--- src/fdc_cfg.svh ---
/*
 * Floppy controller Type I configuration
 * Clock rate, step periods, head settle time and verify limits.
 * The short test timings are selected by the test input at run time.
 */
`ifndef FDC_CFG_SVH
`define FDC_CFG_SVH

// Clock cycles per millisecond are kept small for simulation
`define FDC_CLKS_PER_MS 50

// Step pulse periods in ms for rate codes 0 to 3
`define FDC_STEP_MS_0 6
`define FDC_STEP_MS_1 12
`define FDC_STEP_MS_2 20
`define FDC_STEP_MS_3 30
`define FDC_STEP_MS_TEST 2

// Head settle time before an ID search
`define FDC_SETTLE_MS 15
`define FDC_SETTLE_MS_TEST 2

// Index pulses seen during verify before a seek error is flagged
`define FDC_INDEX_LIMIT 5
`define FDC_ID_BYTES 6

`endif

--- src/fdc_cmd_pkg.sv ---
/*
 * Floppy controller command types
 * Command byte, step rate field, status bit positions and the
 * states of the Type I command sequencer.
 */
`default_nettype none

package fdc_cmd_pkg;

	typedef logic [7:0] cmd_byte_t;
	typedef logic [1:0] step_rate_t;
	typedef logic [4:0] ms_count_t;
	typedef logic [7:0] status_t;

	// Opcodes of the Type I group come from command bits 7:5
	typedef enum logic [2:0] {
		OP_RESTORE_SEEK = 3'b000,
		OP_STEP         = 3'b001,
		OP_STEP_IN      = 3'b010,
		OP_STEP_OUT     = 3'b011
	} opcode_t;

	// Bit positions inside the status byte where the upper bits read zero
	localparam int STAT_BUSY      = 0;
	localparam int STAT_INDEX     = 1;
	localparam int STAT_TRACK0    = 2;
	localparam int STAT_CRC_ERR   = 3;
	localparam int STAT_SEEK_ERR  = 4;

	typedef enum logic [2:0] {
		ST_IDLE,
		ST_COMPARE,
		ST_COUNT,
		ST_PULSE,
		ST_STEP_WAIT,
		ST_VERIFY,
		ST_SETTLE,
		ST_SEARCH
	} seq_state_t;

endpackage

`default_nettype wire

--- src/fdc_disk_pkg.sv ---
/*
 * Floppy disk format types
 * Track number, ID field bytes and their order, and the CRC word
 * that closes every ID field.
 */
`default_nettype none

package fdc_disk_pkg;

	typedef logic [7:0]  track_t;
	typedef logic [7:0]  id_byte_t;
	typedef logic [15:0] crc16_t;

	// Order of the bytes in an ID field after the address mark
	typedef enum logic [2:0] {
		ID_TRACK,
		ID_SIDE,
		ID_SECTOR,
		ID_LENGTH,
		ID_CRC_HI,
		ID_CRC_LO
	} id_index_t;

endpackage

`default_nettype wire

--- src/fdc_id_reader.sv ---
/*
 * ID field reader
 * Collects the six bytes that follow an ID address mark, runs the
 * CCITT CRC-16 over the mark and the four data bytes and publishes
 * the track number with a valid or a CRC error pulse.
 */
`default_nettype none
`include "fdc_cfg.svh"

module fdc_id_reader import fdc_disk_pkg::*; (
	input  logic     clk,
	input  logic     rst_n,
	input  id_byte_t rd_byte,
	input  logic     rd_strobe,
	input  logic     rd_mark,
	output track_t   id_track,
	output logic     id_valid,
	output logic     id_crc_err
);

	localparam id_index_t ID_LAST = id_index_t'(`FDC_ID_BYTES - 1);

	logic      collecting;
	id_index_t idx;
	crc16_t    crc;
	track_t    trk_byte;
	id_byte_t  crc_hi;

	// Bitwise CRC-16 with polynomial 0x1021 and the most significant bit first
	function automatic crc16_t crc_byte(input crc16_t c, input id_byte_t b);
		crc16_t r;
		r = c;
		for (int i = 7; i >= 0; i--) begin
			if (r[15] ^ b[i])
				r = {r[14:0], 1'b0} ^ 16'h1021;
			else
				r = {r[14:0], 1'b0};
		end
		return r;
	endfunction

	always_ff @(posedge clk or negedge rst_n) begin
		if (!rst_n) begin
			collecting <= 1'b0;
			idx        <= ID_TRACK;
			crc        <= '1;
			id_valid   <= 1'b0;
			id_crc_err <= 1'b0;
		end else begin
			id_valid   <= 1'b0;
			id_crc_err <= 1'b0;
			if (rd_strobe) begin
				if (rd_mark) begin
					// A new mark restarts collection even in the middle of a field
					collecting <= 1'b1;
					idx        <= ID_TRACK;
					crc        <= crc_byte(16'hFFFF, 8'hFE);
				end else if (collecting) begin
					// Only track, side, sector and length are covered by the CRC
					if (idx < ID_CRC_HI)
						crc <= crc_byte(crc, rd_byte);
					if (idx == ID_LAST) begin
						collecting <= 1'b0;
						id_valid   <= ({crc_hi, rd_byte} == crc);
						id_crc_err <= ({crc_hi, rd_byte} != crc);
					end else begin
						idx <= id_index_t'(idx + 3'd1);
					end
				end
			end
		end
	end

	// Data bytes are captured here and the track is published with the result pulse
	always_ff @(posedge clk) begin
		if (rd_strobe && !rd_mark && collecting) begin
			case (idx)
				ID_TRACK:  trk_byte <= rd_byte;
				ID_CRC_HI: crc_hi   <= rd_byte;
				ID_CRC_LO: id_track <= trk_byte;
				default: ;
			endcase
		end
	end

	// A result is a single pulse because the next field needs a fresh mark
	a_id_result_pulse: assert property (@(posedge clk) disable iff (!rst_n)
		(id_valid || id_crc_err) |=> !(id_valid || id_crc_err));

endmodule

`default_nettype wire

--- src/fdc_ms_timebase.sv ---
/*
 * Millisecond timebase
 * Divides clk down to a one-cycle enable every CLKS_PER_MS cycles.
 */
`default_nettype none
`include "fdc_cfg.svh"

module fdc_ms_timebase #(
	parameter int CLKS_PER_MS = `FDC_CLKS_PER_MS
) (
	input  logic clk,
	input  logic rst_n,
	output logic ms_tick
);

	// A divide by one still needs a one-bit counter
	localparam int CNT_W = (CLKS_PER_MS > 1) ? $clog2(CLKS_PER_MS) : 1;
	localparam logic [CNT_W-1:0] CNT_LAST = CNT_W'(CLKS_PER_MS - 1);

	logic [CNT_W-1:0] cnt;

	always_ff @(posedge clk or negedge rst_n) begin
		if (!rst_n) begin
			cnt     <= '0;
			ms_tick <= 1'b0;
		end else begin
			// Tick on the wrap, so the period is exactly CLKS_PER_MS cycles
			ms_tick <= (cnt == CNT_LAST);
			cnt     <= (cnt == CNT_LAST) ? '0 : cnt + 1'b1;
		end
	end

endmodule

`default_nettype wire

--- src/fdc_track_reg.sv ---
/*
 * Track register
 * Holds the current track number. The host and the command
 * sequencer may both write it; the sequencer has priority.
 */
`default_nettype none

module fdc_track_reg import fdc_disk_pkg::*; (
	input  logic   clk,
	input  logic   rst_n,
	input  logic   host_wr,
	input  track_t host_data,
	input  logic   seq_wr,
	input  track_t seq_data,
	output track_t track
);

	track_t track_q;

	always_ff @(posedge clk or negedge rst_n) begin
		if (!rst_n) begin
			track_q <= '0;
		end else begin
			// A sequencer write in the same cycle overrides the host
			if (seq_wr)
				track_q <= seq_data;
			else if (host_wr)
				track_q <= host_data;
		end
	end

	assign track = track_q;

endmodule

`default_nettype wire

--- src/fdc_type1_seq.sv ---
/*
 * Type I command sequencer
 * Runs Restore, Seek, Step, Step-in and Step-out. Drives the step,
 * direction and head load lines, keeps the track register in step,
 * optionally verifies the track from the ID fields and builds the
 * status byte.
 */
`default_nettype none
`include "fdc_cfg.svh"

module fdc_type1_seq import fdc_cmd_pkg::*, fdc_disk_pkg::*; (
	input  logic      clk,
	input  logic      rst_n,
	input  logic      ms_tick,
	input  logic      force_irq,
	input  logic      test,
	input  logic      cmd_start,
	input  cmd_byte_t cmd,
	input  track_t    data_reg,
	input  track_t    track,
	input  logic      index_n,
	input  logic      trk00_n,
	input  track_t    id_track,
	input  logic      id_valid,
	input  logic      id_crc_err,
	output logic      seq_track_wr,
	output track_t    seq_track_data,
	output status_t   status,
	output logic      intrq,
	output logic      step_n,
	output logic      dir_n,
	output logic      hld
);

	seq_state_t state;
	cmd_byte_t  cmd_q;
	track_t     target;
	ms_count_t  ms_cnt;
	ms_count_t  step_load;
	ms_count_t  settle_load;
	step_rate_t rate;
	logic [2:0] index_cnt;
	logic       index_q;
	logic       index_fall;
	logic       crc_err;
	logic       seek_err;
	logic       is_seek;
	logic       track_upd;

	assign rate       = step_rate_t'(cmd_q[1:0]);
	assign is_seek    = (opcode_t'(cmd_q[7:5]) == OP_RESTORE_SEEK);
	// Restore and Seek always move the register and Step only does so with bit 4
	assign track_upd  = is_seek || cmd_q[4];
	assign index_fall = index_q && !index_n;

	// Counters are loaded with period minus one and end on the tick at zero
	always_comb begin
		if (test) begin
			step_load   = ms_count_t'(`FDC_STEP_MS_TEST - 1);
			settle_load = ms_count_t'(`FDC_SETTLE_MS_TEST - 1);
		end else begin
			settle_load = ms_count_t'(`FDC_SETTLE_MS - 1);
			case (rate)
				2'd0:    step_load = ms_count_t'(`FDC_STEP_MS_0 - 1);
				2'd1:    step_load = ms_count_t'(`FDC_STEP_MS_1 - 1);
				2'd2:    step_load = ms_count_t'(`FDC_STEP_MS_2 - 1);
				default: step_load = ms_count_t'(`FDC_STEP_MS_3 - 1);
			endcase
		end
	end

	always_ff @(posedge clk or negedge rst_n) begin
		if (!rst_n) begin
			state          <= ST_IDLE;
			cmd_q          <= '0;
			target         <= '0;
			ms_cnt         <= '0;
			index_cnt      <= '0;
			index_q        <= 1'b1;
			crc_err        <= 1'b0;
			seek_err       <= 1'b0;
			seq_track_wr   <= 1'b0;
			seq_track_data <= '0;
			intrq          <= 1'b0;
			step_n         <= 1'b1;
			dir_n          <= 1'b1;
			hld            <= 1'b0;
		end else begin
			intrq        <= 1'b0;
			seq_track_wr <= 1'b0;
			index_q      <= index_n;
			if (force_irq) begin
				// Abort puts the drive lines back to their reset levels
				state    <= ST_IDLE;
				step_n   <= 1'b1;
				dir_n    <= 1'b1;
				hld      <= 1'b0;
				crc_err  <= 1'b0;
				seek_err <= 1'b0;
			end else begin
				case (state)
					ST_IDLE: begin
						// Only Type I commands (bit 7 clear) are taken
						if (cmd_start && !cmd[7]) begin
							cmd_q          <= cmd;
							crc_err        <= 1'b0;
							seek_err       <= 1'b0;
							hld            <= cmd[3];
							seq_track_data <= track;
							case (opcode_t'(cmd[7:5]))
								OP_RESTORE_SEEK: begin
									state <= ST_COMPARE;
									if (cmd[4]) begin
										target <= data_reg;
									end else begin
										// Restore starts from 0xFF so every step is counted down
										target         <= '0;
										seq_track_data <= 8'hFF;
										seq_track_wr   <= 1'b1;
									end
								end
								OP_STEP_IN: begin
									dir_n <= 1'b1;
									state <= cmd[4] ? ST_COUNT : ST_PULSE;
								end
								OP_STEP_OUT: begin
									dir_n <= 1'b0;
									state <= cmd[4] ? ST_COUNT : ST_PULSE;
								end
								default: state <= cmd[4] ? ST_COUNT : ST_PULSE;
							endcase
						end
					end
					ST_COMPARE: begin
						// The working copy is compared as the register write may still be in flight
						if (seq_track_data == target) begin
							state <= ST_VERIFY;
						end else begin
							dir_n <= (target > seq_track_data);
							state <= ST_COUNT;
						end
					end
					ST_COUNT: begin
						seq_track_data <= dir_n ? seq_track_data + 8'd1 : seq_track_data - 8'd1;
						seq_track_wr   <= 1'b1;
						state          <= ST_PULSE;
					end
					ST_PULSE: begin
						// Stop here when the head already sits at track 0 while stepping out
						if (!dir_n && !trk00_n) begin
							if (track_upd) begin
								seq_track_data <= '0;
								seq_track_wr   <= 1'b1;
							end
							state <= ST_VERIFY;
						end else begin
							step_n <= 1'b0;
							ms_cnt <= step_load;
							state  <= ST_STEP_WAIT;
						end
					end
					ST_STEP_WAIT: begin
						if (ms_tick) begin
							if (ms_cnt == '0) begin
								step_n <= 1'b1;
								state  <= is_seek ? ST_COMPARE : ST_VERIFY;
							end else begin
								ms_cnt <= ms_cnt - 1'b1;
							end
						end
					end
					ST_VERIFY: begin
						if (!cmd_q[2]) begin
							intrq <= 1'b1;
							state <= ST_IDLE;
						end else begin
							hld    <= 1'b1;
							ms_cnt <= settle_load;
							state  <= ST_SETTLE;
						end
					end
					ST_SETTLE: begin
						if (ms_tick) begin
							if (ms_cnt == '0) begin
								index_cnt <= '0;
								state     <= ST_SEARCH;
							end else begin
								ms_cnt <= ms_cnt - 1'b1;
							end
						end
					end
					ST_SEARCH: begin
						// A bad ID is noted but the search goes on
						if (id_crc_err)
							crc_err <= 1'b1;
						if (id_valid && id_track == track) begin
							intrq <= 1'b1;
							state <= ST_IDLE;
						end else if (index_fall) begin
							if (index_cnt == 3'(`FDC_INDEX_LIMIT - 1)) begin
								seek_err <= 1'b1;
								intrq    <= 1'b1;
								state    <= ST_IDLE;
							end else begin
								index_cnt <= index_cnt + 3'd1;
							end
						end
					end
					default: state <= ST_IDLE;
				endcase
			end
		end
	end

	always_comb begin
		status                = '0;
		status[STAT_BUSY]     = (state != ST_IDLE);
		status[STAT_INDEX]    = !index_n;
		status[STAT_TRACK0]   = !trk00_n;
		status[STAT_CRC_ERR]  = crc_err;
		status[STAT_SEEK_ERR] = seek_err;
	end

	// A step pulse is only ever issued inside a running command
	a_step_busy: assert property (@(posedge clk) disable iff (!rst_n)
		!step_n |-> status[STAT_BUSY]);

	// The interrupt is a single-cycle pulse per command
	a_intrq_pulse: assert property (@(posedge clk) disable iff (!rst_n)
		intrq |=> !intrq);

	// Track register writes come only from an active command
	a_wr_not_idle: assert property (@(posedge clk) disable iff (!rst_n)
		(state == ST_IDLE) |-> !seq_track_wr);

endmodule

`default_nettype wire

--- src/fdc_type1_top.sv ---
/*
 * Floppy controller Type I block
 * Millisecond timebase, ID field reader, track register and the
 * Type I command sequencer wired to the host and drive ports.
 */
`default_nettype none

module fdc_type1_top import fdc_cmd_pkg::*, fdc_disk_pkg::*; (
	input  logic      clk,
	input  logic      rst_n,
	input  logic      cmd_start,
	input  cmd_byte_t cmd,
	input  track_t    data_reg,
	input  logic      host_track_wr,
	input  track_t    host_track_data,
	input  logic      force_irq,
	input  logic      test,
	output status_t   status,
	output logic      intrq,
	output track_t    track,
	output logic      step_n,
	output logic      dir_n,
	output logic      hld,
	input  logic      index_n,
	input  logic      trk00_n,
	input  id_byte_t  rd_byte,
	input  logic      rd_strobe,
	input  logic      rd_mark
);

	logic   ms_tick;
	track_t id_track;
	logic   id_valid;
	logic   id_crc_err;
	logic   seq_track_wr;
	track_t seq_track_data;

	fdc_ms_timebase i_fdc_ms_timebase (
		.clk     (clk),
		.rst_n   (rst_n),
		.ms_tick (ms_tick)
	);

	// Read bytes arrive already framed from the data separator
	fdc_id_reader i_fdc_id_reader (
		.clk        (clk),
		.rst_n      (rst_n),
		.rd_byte    (rd_byte),
		.rd_strobe  (rd_strobe),
		.rd_mark    (rd_mark),
		.id_track   (id_track),
		.id_valid   (id_valid),
		.id_crc_err (id_crc_err)
	);

	fdc_track_reg i_fdc_track_reg (
		.clk       (clk),
		.rst_n     (rst_n),
		.host_wr   (host_track_wr),
		.host_data (host_track_data),
		.seq_wr    (seq_track_wr),
		.seq_data  (seq_track_data),
		.track     (track)
	);

	fdc_type1_seq i_fdc_type1_seq (
		.clk            (clk),
		.rst_n          (rst_n),
		.ms_tick        (ms_tick),
		.force_irq      (force_irq),
		.test           (test),
		.cmd_start      (cmd_start),
		.cmd            (cmd),
		.data_reg       (data_reg),
		.track          (track),
		.index_n        (index_n),
		.trk00_n        (trk00_n),
		.id_track       (id_track),
		.id_valid       (id_valid),
		.id_crc_err     (id_crc_err),
		.seq_track_wr   (seq_track_wr),
		.seq_track_data (seq_track_data),
		.status         (status),
		.intrq          (intrq),
		.step_n         (step_n),
		.dir_n          (dir_n),
		.hld            (hld)
	);

endmodule

`default_nettype wire

--- config.mk ---
export PLATFORM = sky130hd
export DESIGN_NAME = fdc_type1_top
export DESIGN_NICKNAME = d
export VERILOG_FILES = /design/src/fdc_cmd_pkg.sv /design/src/fdc_disk_pkg.sv /design/src/fdc_id_reader.sv /design/src/fdc_ms_timebase.sv /design/src/fdc_track_reg.sv /design/src/fdc_type1_seq.sv /design/src/fdc_type1_top.sv
export VERILOG_INCLUDE_DIRS = /design/src
export SDC_FILE = /design/constraint.sdc
export NUM_CORES = 1
export LEC_CHECK = 0
export BUFFER_PORTS_ARGS = -buffer_cell sky130_fd_sc_hd__buf_2
export CORE_ASPECT_RATIO = 2
export CORE_MARGIN = 1.5
export CORE_UTILIZATION = 30
export DETAILED_ROUTE_END_ITERATION = 8
export GPL_TIMING_DRIVEN = 0
export SYNTH_ARGS = -nofsm -noshare
export SYNTH_HDL_FRONTEND = slang
export SYNTH_SLANG_ARGS = --single-unit
--- constraint.sdc ---
create_clock -name clk -period 2.8 [get_ports clk]
set_clock_uncertainty 0.2 [all_clocks]
set_input_delay 0.28 -clock clk [delete_from_list [all_inputs] [get_ports clk]]
set_output_delay 0.28 -clock clk [all_outputs]
set_load 0.02 [all_outputs]
== After elaboration in Yosys (flattened, before gate mapping) ==
Index checks and enable logic that the tools add are counted.

* Output and inout port bits: 20
* Register bits after elaboration: 104
* Logic and storage cells: 273

* Mux-type cells: 130
* Equality and inequality tests: 47
* Bitwise gates (word level): 17
* Reduce and logical (&&, ||, !) cells: 46
* Magnitude comparators: 2
* Add/subtract/negate cells: 6

{| class="wikitable"
|+ Operator list
! kind !! count
|-
| 2-to-1 mux 16 bit || 31
|-
| 2-to-1 mux 13 bit || 8
|-
| 2-to-1 mux 8 bit || 9
|-
| 2-to-1 mux 3 bit || 21
|-
| 2-to-1 mux 1 bit || 41
|-
| case mux 5 bit (3 select lines) || 2
|-
| 2-to-1 mux 5 bit || 5
|-
| NOT 3 bit || 8
|-
| case mux 3 bit (8 select lines) || 1
|-
| case mux 8 bit (3 select lines) || 1
|-
| == test 3 bit, second input constant || 7
|-
| nonzero test 3 bit || 7
|-
| inequality test 3 x 2 -> 1 bit, second input constant || 6
|-
| inequality test 3 bit, second input constant || 6
|-
| == test 16 bit || 1
|-
| == test 8 bit || 2
|-
| inequality test 16 bit || 1
|-
| AND reduction 3 bit || 5
|-
| inequality test 2 x 1 -> 1 bit, second input constant || 7
|-
| case mux 1 bit (2 select lines) || 7
|-
| AND reduction 7 bit || 2
|-
| == test 3 x 2 -> 1 bit, second input constant || 4
|-
| zero test 3 bit || 4
|-
| inequality test 2 bit, second input constant || 6
|-
| 30 further kinds || 56
|}

== Logic depth before layout (Yosys ltp) ==
Gate-level depths: netlist (run 1).

* Depth in word-level cells: 47
* Depth in mapped cells: 8
* Depth with buffers taken out: 8

== Modules after synthesis ==
From an unflattened synthesis (run 1), not the netlist that was laid out.

* Cell total of the unflattened synthesis: 551
* Area total of the unflattened synthesis: 5841.9 sq um

{| class="wikitable"
|+ Modules (own cells, without submodules)
! module !! area each (sq um) !! cells each !! sequential area each (sq um) !! times used
|-
| fdc_type1_seq || 3103.0 || 339 || 1054.8 || 1
|-
| fdc_id_reader || 2055.7 || 151 || 1291.2 || 1
|-
| fdc_track_reg || 372.9 || 34 || 200.2 || 1
|-
| fdc_ms_timebase || 310.3 || 27 || 175.2 || 1
|}

== Worst setup path before layout (run 1) ==
No wires, ideal clock.

* Path kind: reg-to-reg
* Start: register i_fdc_type1_seq.dir_n
* End: register i_fdc_type1_seq.seq_track_data[7]
* Required time: 2479 ps
* Buffers on the path: 0
* Stages on the path, launching flop included: 9
* Arrival: 2030 ps
* Setup slack: 449 ps
* Cells stage by stage: dfstp_2 > inv_1 > ha_1 > a21oi_1 > o221ai_1 > a21oi_1 > xnor2_1 > o21ai_1 > a22o_1

* Longest elaborated chain between the ends: 4
* Elaborated cells on any way between the ends: 6
* Those cells by class: eq/ne: 1; mux: 2; reduce/logical: 3

{| class="wikitable"
|+ Ends and longest elaborated chain
! element !! RTL line !! text
|-
| from (decl) || fdc_type1_seq.sv:31 || <nowiki>output logic dir_n,</nowiki>
|-
| from (signal assigned) || fdc_type1_seq.sv:139 || <nowiki>dir_n <= (target > seq_track_data);</nowiki>
|-
| zero test 1 bit || fdc_type1_seq.sv:150 || <nowiki>if (!dir_n && !trk00_n) begin</nowiki>
|-
| logical AND 1 bit || fdc_type1_seq.sv:150 ||
|-
| inequality test 2 x 1 -> 1 bit (no line) || -- ||
|-
| AND reduction 5 bit (no line) || -- ||
|-
| to (signal assigned) || fdc_type1_seq.sv:109 || <nowiki>seq_track_data <= track;</nowiki>
|-
| to (signal assigned) || fdc_type1_seq.sv:144 || <nowiki>seq_track_data <= dir_n ? seq_track_data + 8'd1 : seq_track_data - 8'd1;</nowiki>
|-
| to (decl) || fdc_type1_seq.sv:27 || <nowiki>output track_t seq_track_data,</nowiki>
|}

Several ways; a longest one is shown, not always the timed one.
A chain may end at the register's enable or synchronous reset.

== Final worst setup path (run 1) ==
Ends and elaborated chain as after synthesis.

==> metrics, run 1 <==
outcome finished clean; via count 4,364; Ant. Diodes 0; setup violators final 0; Initial Util 30.68%; endpoint class of the critical path flip-flop; total track usage 15.27%; R2R Setup Slk 0.17 ns; Max Buffers Root-to-Sink 2; count of cell types in the netlist 60; grt ovf 0; width of the die 99.74 µm; relative slew slack 53.99%; Core Footprint 0.01831 mm²; Worst Hold Path EP i_fdc_track_reg.track[1]; Die Ht 196.5 µm; RR Endpoint i_fdc_type1_seq.seq_track_data[7]; Routed Antenna Nets 0; Post-synth EDFFs 24; cell taking the most area after synthesis dfrtp_1; CP required 2.84 ns; Layout fillers 1,824; final wirelength 14,380 µm; layout cells sized above 1 17.03%; YS warnings 0; Die Area 0.01960 mm²; Synth area leaders dfrtp_1, edfxtp_1, dfstp_2, ha_1, xnor2_1; root buffer cell clkbuf_16; worst r2r path cells 8; first-pass GRT wire length 23,030 µm; reported max-cap violation count 0; DR pass1 iterations 4; mapped cell area 0.005615 mm²; worst-margin pin slew 0.6876 ns; NumNets Final 711; total CTS buffers 9; post-synthesis sequential area ratio 48.46%; Leakage 0.002790 µW; reg2reg start i_fdc_type1_seq.dir_n; maximum fanout along the worst path 7; pwr dens 924.2 mW/mm²; Post-synth ARST share 76.70%; Avg Cell Area, Syn 10.17 µm²; Residual DRC 0; post-detail-place hpwl 11,050 µm; Max VDD drop 0.5275 mV; GPL Wtd Cong 0.8482; CTS tree yes; Reg clk slew, reported paths 0.07 ns; port buffer count 54; Worst-Skew Late Latency 0.35 ns; commonest non-fill, non-tap cell in the layout dfrtp_1; Yosys top cell area share 26.74%; num ports 62; launch point of the worst hold path host_track_data[1]; period utilisation layout 93.99%; vias in the first global route 4,539; P&R area growth vs syn 19.65%; Post-synth top flop dfrtp_1; Crit Path Category reg2reg; First DRT Iteration DRCs 206; fin crit period 2.632 ns; setup_tns 0 ns; CP arrival 2.67 ns; hold-critical path depth 3; Hold Crit Class in2reg; vias per cell 5.063; FMAX 380.0 MHz; Yosys reg bits 103; most frequent cells in the layout dfrtp_1, buf_2, nand2_1, nor2_1, xnor2_1; CP Launch Type flip-flop; Pwr Total 6210 µW; RSZ-0062 raised after global routing no; largest net degree at the start of global routing 47; synthesized instance count 552; routed len/inst 16.69 µm; Final Max Slew Viols 0; htree depth 3; Final Hold Fails 0; Site Rows 70; Clock Sinks 103; initial antenna violation count 0
[cell type report]
| type | count | area [µm²] | area share, % |
|---|---|---|---|
| flip-flops and latches | 103 | 2721 | 40.50 |
| plain buffers | 23 | 116.4 | 1.732 |
| well taps | 216 | 270.3 | 4.022 |
| repair buffers | 76 | 510.5 | 7.598 |
| clock buffers | 10 | 239.0 | 3.557 |
| clock inverters | 6 | 76.32 | 1.136 |
| inverters | 31 | 116.4 | 1.732 |
| multi-input cells | 397 | 2669 | 39.72 |
[how the worst max path moves through the flow]
| stage | startpoint | endpoint | cells after the start |
|---|---|---|---|
| global route | i_fdc_type1_seq.dir_n | i_fdc_type1_seq.seq_track_data[7] | 8 |
| finish | i_fdc_type1_seq.dir_n | i_fdc_type1_seq.seq_track_data[7] | 8 |
| global placement | i_fdc_type1_seq.dir_n | i_fdc_type1_seq.seq_track_data[7] | 8 |
| detailed placement | i_fdc_type1_seq.dir_n | i_fdc_type1_seq.seq_track_data[7] | 8 |
| CTS | i_fdc_type1_seq.dir_n | i_fdc_type1_seq.seq_track_data[7] | 8 |
| floorplan | i_fdc_type1_seq.dir_n | i_fdc_type1_seq.seq_track_data[7] | 8 |
[worst max-delay path, stage by stage, from the launching register on]
cell      delay, ns
dfstp_2        0.61
inv_1          0.17
ha_1           0.34
a21oi_1        0.31
o221ai_1       0.20
a21oi_1        0.20
xnor2_1        0.17
o21ai_1        0.08
a22o_1         0.24
[cells in the mapped netlist (4+ instances only)]
master and count:
clkbuf_1 11, nor2b_1 8, a22o_1 11, dfstp_2 19
o21ai_1 23, o31ai_1 5, buf_4 6, mux2i_1 10
xor2_1 18, nor2_1 44, o21a_1 7, a31oi_1 4
nand4_1 8, ha_1 27, nand2_1 50, o21ai_0 27
buf_2 6, xnor2_1 38, nand2b_1 5, edfxtp_1 24
a211oi_1 5, dfrtp_1 60, a21oi_1 26, nor3_1 12
nand3_1 11, mux2_1 6, inv_1 31
[metal layers]
metal  GRT usage (%)  wire length (µm)  vias to the layer above  part of all wire (%)
met5               0                 0                        -                     0
met3           2.482               435                       38                   3.0
li1                -                 -                     2126                     -
met2           29.63              8203                       97                    57
met1           14.78              5094                     2103                    35
met4           8.503               651                        0                   4.5
[through the flow]
| step | hold WS [ns] | setup slack (ns) | area (µm²) | util [%] | std cells |
|---|---|---|---|---|---|
| after detailed placement | 0.08015 | 0.2513 | 6193 | 33.83 | 825 |
| after floorplan | -0.2156 | 0.4487 | 5623 | - | 554 |
| after global routing | 0.04965 | 0.03900 | 6719 | 36.71 | 862 |
| after global placement | 0.2013 | 0.2266 | 6163 | 33.67 | 824 |
| after CTS | 0.02773 | 0.1966 | 6719 | 36.71 | 862 |
| final | 0.03739 | 0.1683 | 6719 | 36.71 | 862 |
[timing repair]
action | 4_1_cts | 5_1_grt
hold endpoints to repair | 45 | 0
buffers inserted | 0 | 0
hold buffers | 21 | 0
gates resized for setup | 0 | 0
[state kept, by name, indices dropped and copies added, names as in the netlist, 3 cells and up]
register and cells:
i_fdc_type1_seq.ms_cnt 5, i_fdc_type1_seq.state 3, i_fdc_id_reader.crc_hi 8, i_fdc_type1_seq.cmd_q 7, i_fdc_type1_seq.seq_track_data 8, i_fdc_id_reader.idx 3
i_fdc_id_reader.id_track 8, i_fdc_track_reg.track 8, i_fdc_type1_seq.index_cnt 3, i_fdc_id_reader.trk_byte 8, i_fdc_id_reader.crc 16, i_fdc_ms_timebase.cnt 6
i_fdc_type1_seq.target 8
[cell families after synthesis]
| group | Yosys count | share of synthesized area (%) |
|---|---|---|
| AO/OA/AOI/OAI | 136 | 15.40 |
| XOR/XNOR | 56 | 8.734 |
| adder cells (fa/ha/maj) | 28 | 6.372 |
| buffers and inverters | 54 | 4.144 |
| flip-flops | 103 | 48.46 |
| multiplexers | 16 | 2.986 |
| other | 1 | 0.06678 |
| AND/OR/NAND/NOR | 158 | 13.84 |
[report_power, final]
group          internal (µW)  total [µW]  switching (µW)  leakage, µW
combinational           1040        2490            1450      0.00146
clock                    731        1320             589     0.000154
sequential              1970        2400             433      0.00117
No activity file was read; power rests on OpenSTA's default activity.
==> run 2, diff against run 1 <==
clock period = 2.15 ns   (was 2.8 ns; I/O delays follow)
==> metrics, run 2 (same netlist as run 1, synthesis figures left out) <==
outcome complete, but fails checks; failing checks negative hold slack, negative setup slack; Initial Util 30.68% (unchanged); first-pass GRT wire length 23,880 µm (+3.7%); CP Launch Type flip-flop; root buffer cell clkbuf_16; period utilisation layout 102.7% (+8.7 points); Reg clk slew, reported paths 0.07 ns (about the same); DR pass1 iterations 4 (unchanged); max reg flops 16 (unchanged); R2R Setup Slk -0.06 ns (-0.23 ns); Max Used Layer met4; Routed Antenna Nets 0 (unchanged); CP arrival 2.23 ns (-0.44 ns); metal1 wirelength 5327 µm (+4.6%); Hold Crit Class in2reg; Worst-Skew Late Latency 0.34 ns (about the same); GPL Wtd Cong 0.8611 (+1.5%); final wirelength 15,150 µm (+5.3%); Leakage 0.002885 µW (+3.4%); Max Buffers Root-to-Sink 2 (unchanged); port buffer count 54 (unchanged); largest net degree at the start of global routing 56 (+19%); commonest non-fill, non-tap cell in the layout buf_2; width of the die 99.74 µm (unchanged); most frequent cells in the layout buf_2, dfrtp_1, nand2_1, nor2_1, xnor2_1; First DRT Iteration DRCs 176 (-15%); relative slew slack 53.50% (-0.49 points); initial antenna violation count 0 (unchanged); Crit Path Category reg2reg; Die Ht 196.5 µm (unchanged); via count 4,500 (+3.1%); Largest Register i_fdc_id_reader.crc; pwr dens 1193 mW/mm² (+29%); setup_tns -0.07453 ns (-0.07453 ns); metal3 WL 358 µm (-18%); CTS tree yes; routed len/inst 17.14 µm (+2.7%); hold-critical path depth 3 (unchanged); vias per cell 5.090 (+0.55%); Clock Sinks 103 (unchanged); total track usage 15.84% (+0.57 points); RSZ-0062 raised after global routing yes; vias in the first global route 4,695 (+3.4%); Critical Path End i_fdc_type1_seq.seq_track_data[7]; layout cells sized above 1 23.35% (+6.3 points); Core Footprint 0.01831 mm² (unchanged); Setup WS pre-CTS -0.3569 ns (-0.6082 ns); Ant. Diodes 0 (unchanged); maximum fanout along the worst path 7 (unchanged); NumNets Final 733 (+3.1%); P&R area growth vs syn 25.76%; Pwr Total 8428 µW (+36%); grt ovf 0 (unchanged); total CTS buffers 9 (unchanged); worst-margin pin slew 0.6929 ns (+0.005233 ns); fin crit period 2.208 ns (-0.4235 ns); crit path launch i_fdc_type1_seq.dir_n; reg2reg start i_fdc_type1_seq.dir_n; setup violators final 3 (+3); htree depth 3 (unchanged); Fin Hold WS -0.0003065 ns (-0.03770 ns); FMAX 452.9 MHz (+19%); worst r2r path cells 8 (unchanged); Die Area 0.01960 mm² (unchanged); met2 WL 8982 µm (+9.5%); Final Hold Fails 1 (+1); Max VDD drop 0.6833 mV (+30%); Final Max Slew Viols 0 (unchanged); Site Rows 70 (unchanged); PnR worst setup slack -0.05813 ns (-0.2265 ns); num ports 62 (unchanged); reported max-cap violation count 0 (unchanged); endpoint class of the critical path flip-flop; dpl cells 825 (unchanged); post-detail-place hpwl 11,500 µm (+4.0%); RR Endpoint i_fdc_type1_seq.seq_track_data[7]; Residual DRC 0 (unchanged); CP required 2.17 ns (-0.67 ns); Non-Filler Instances 884 (+2.6%)
[run 2: timing repair]
action | CTS | global route
resized for setup | 16 | 14
hold buffers | 28 | 0
pin swaps | 12 | 4
setup endpoints to repair | 19 | 30
buffers inserted | 10 | 5
hold endpoints to repair | 97 | 0
[run 2: through the flow]
step / cell area [µm²] / utilization (%)
after detailed placement: 6274 / 34.27
after floorplan: 5703 / -
after global routing: 7062 / 38.58
after global placement: 6243 / 34.11
final: 7062 / 38.58
after CTS: 6979 / 38.13
[run 2: how the worst min path moves through the flow]
stage                                 end  slack [ns]               start
2_1_floorplan  i_fdc_id_reader.collecting       -0.28               rst_n
3_3_place_gp      i_fdc_type1_seq.index_q        0.15             index_n
3_5_place_dp     i_fdc_ms_timebase.cnt[3]       -0.04               rst_n
4_1_cts          i_fdc_track_reg.track[4]       0.003  host_track_data[4]
5_1_grt          i_fdc_type1_seq.cmd_q[6]        0.02              cmd[6]
6_report         i_fdc_track_reg.track[4]     -0.0003  host_track_data[4]
[run 2: area by class of cell]
cell class	instances	area, µm²
Clock buffer	12	246.5
Clock inverter	4	55.05
Timing Repair Buffer	98	693.2
Fill cell	1802	11240
Inverter	31	121.4
Tap cell	216	270.3
Sequential cell	103	2729
Buffer	23	117.6
Multi-Input combinational cell	397	2829
[run 2: where the power goes]
group          switching, µW  internal [µW]  total, µW  leakage (µW)
sequential               565           2570       3140       0.00117
combinational           2040           1570       3610       0.00157
clock                    737            944       1680      0.000143
[run 2: critical path: stages, from the launching register on]
cell and delay (ns):
dfstp_2 0.59, inv_6 0.08, ha_4 0.23, a21oi_4 0.21
o221ai_2 0.14, a21oi_2 0.20, xnor2_2 0.15, o21ai_1 0.08
a22o_1 0.21
[run 2: routing by layer]
metal,global-route usage [%],up-vias
met5,0,-
met4,6.573,0
met3,1.986,31
met2,32.75,88
met1,14.87,2213
li1,-,2168
==> run 3, diff against run 2 <==
CTS_BUF_LIST = sky130_fd_sc_hd__clkbuf_16   (was default)
==> metrics, run 3 (same netlist as run 1, synthesis figures left out) <==
num ports 62 (unchanged); PnR worst setup slack -0.06057 ns (-0.002438 ns); fin crit period 2.211 ns (+0.002438 ns); total CTS buffers 9 (unchanged); Reg clk slew, reported paths 0.08 ns (about the same); reg2reg start i_fdc_type1_seq.dir_n; Die Ht 196.5 µm (unchanged); Worst-Skew Late Latency 0.34 ns (about the same); relative slew slack 52.55% (-0.95 points); Fin Hold WS -0.0008564 ns (-0.0005499 ns); Max Buffers Root-to-Sink 2 (unchanged); period utilisation layout 102.8% (+0.11 points); largest net degree at the start of global routing 56 (unchanged); Critical Path End i_fdc_type1_seq.seq_track_data[7]; vias per cell 5.102 (+0.22%); failing checks negative hold slack, negative setup slack; final wirelength 15,160 µm (about the same); Max VDD drop 0.6831 mV (about the same); R2R Setup Slk -0.06 ns (about the same); Die Area 0.01960 mm² (unchanged); Clock Sinks 103 (unchanged); First DRT Iteration DRCs 178 (+1.1%); FMAX 452.4 MHz (-0.11%); setup violators final 3 (unchanged); crit path launch i_fdc_type1_seq.dir_n; pwr dens 1189 mW/mm² (-0.39%); Final Util 38.52% (-0.055 points); Ant. Diodes 0 (unchanged); RR Endpoint i_fdc_type1_seq.seq_track_data[7]; port buffer count 54 (unchanged); Hold Crit Class in2reg; Final Max Slew Viols 0 (unchanged); first-pass GRT wire length 23,880 µm (unchanged); DR pass1 iterations 5 (+1); htree depth 3 (unchanged); most frequent cells in the layout buf_2, dfrtp_1, nand2_1, nor2_1, xnor2_1; initial antenna violation count 0 (unchanged); GPL Wtd Cong 0.8611 (unchanged); Core Footprint 0.01831 mm² (unchanged); CP required 2.17 ns (about the same); Largest Register i_fdc_id_reader.crc; reported max-cap violation count 0 (unchanged); Residual DRC 0 (unchanged); NumNets Final 733 (unchanged); total track usage 15.84% (unchanged); Final Hold Fails 1 (unchanged); grt ovf 0 (unchanged); width of the die 99.74 µm (unchanged); layout cells sized above 1 23.20% (-0.15 points); maximum fanout along the worst path 7 (unchanged); Routed Antenna Nets 0 (unchanged); CP Launch Type flip-flop; Initial Util 30.68% (unchanged); vias in the first global route 4,695 (unchanged); outcome complete, but fails checks; via count 4,510 (+0.22%); Setup WS pre-CTS -0.3569 ns (unchanged); commonest non-fill, non-tap cell in the layout buf_2; root buffer cell clkbuf_16; Leakage 0.002888 µW (about the same); worst r2r path cells 8 (unchanged); RSZ-0062 raised after global routing yes; endpoint class of the critical path flip-flop; Site Rows 70 (unchanged); CP arrival 2.24 ns (about the same); routed len/inst 17.15 µm (about the same); P&R area growth vs syn 25.58%; Crit Path Category reg2reg; max reg flops 16 (unchanged); CTS tree yes; post-detail-place hpwl 11,500 µm (unchanged); worst-margin pin slew 0.7071 ns (+0.01419 ns)
-- run 3: final cells by class --
type                    count  area [µm²]
plain buffers              23       117.6
clock buffers               9       225.2
clock inverters             7       66.31
fillers                  1803       11250
inverters                  31       121.4
multi-input cells         397        2829
flip-flops and latches    103        2729
well taps                 216       270.3
repair buffers             98       693.2
-- run 3: worst min path at each step --
| stage | from | to | slack, ns | depth (start not counted) |
|---|---|---|---|---|
| after global routing | cmd[6] | i_fdc_type1_seq.cmd_q[6] | 0.02 | 2 |
| after global placement | index_n | i_fdc_type1_seq.index_q | 0.15 | 1 |
| final | host_track_data[4] | i_fdc_track_reg.track[4] | -0.0009 | 3 |
| after detailed placement | rst_n | i_fdc_ms_timebase.cnt[3] | -0.04 | 1 |
| after floorplan | rst_n | i_fdc_id_reader.collecting | -0.28 | 0 |
| after CTS | host_track_data[4] | i_fdc_track_reg.track[4] | 0.003 | 3 |
-- run 3: timing repair --
action | in CTS | in global routing
setup buffers | 10 | 5
endpoints found under the hold margin | 97 | 0
pin swaps | 12 | 4
resized for setup | 16 | 14
endpoints found under the setup margin | 19 | 30
hold buffers | 28 | 0
-- run 3: critical path, cell delays in order (launching register included) --
cell and delay (ns):
dfstp_2 0.59, inv_6 0.08, ha_4 0.23, a21oi_4 0.21, o221ai_2 0.14, a21oi_2 0.20, xnor2_2 0.15, o21ai_1 0.08
a22o_1 0.21
-- run 3: power by group --
| part | internal [µW] | switching, µW | total (µW) | leakage, µW |
|---|---|---|---|---|
| clock | 899 | 743 | 1640 | 0.000146 |
| combinational | 1570 | 2040 | 3610 | 0.00157 |
| sequential | 2570 | 563 | 3140 | 0.00117 |
-- run 3: routing by layer --
layer	GRT usage, %	wire length [µm]
met5	0	0
met4	6.573	467
met3	1.986	415
met2	32.75	8996
met1	14.87	5277
-- run 3: stage by stage --
stage                     setup TNS (ns)  power [µW]  instance area, µm²  cells
after floorplan                 -0.02597        5447                5703    554
after global placement            -9.522        6414                6243    824
after detailed placement          -3.750        6477                6274    825
after CTS                       -0.02502        8351                6969    879
after global routing             -0.2816        8916                7052    884
final                           -0.09417        8384                7052    884
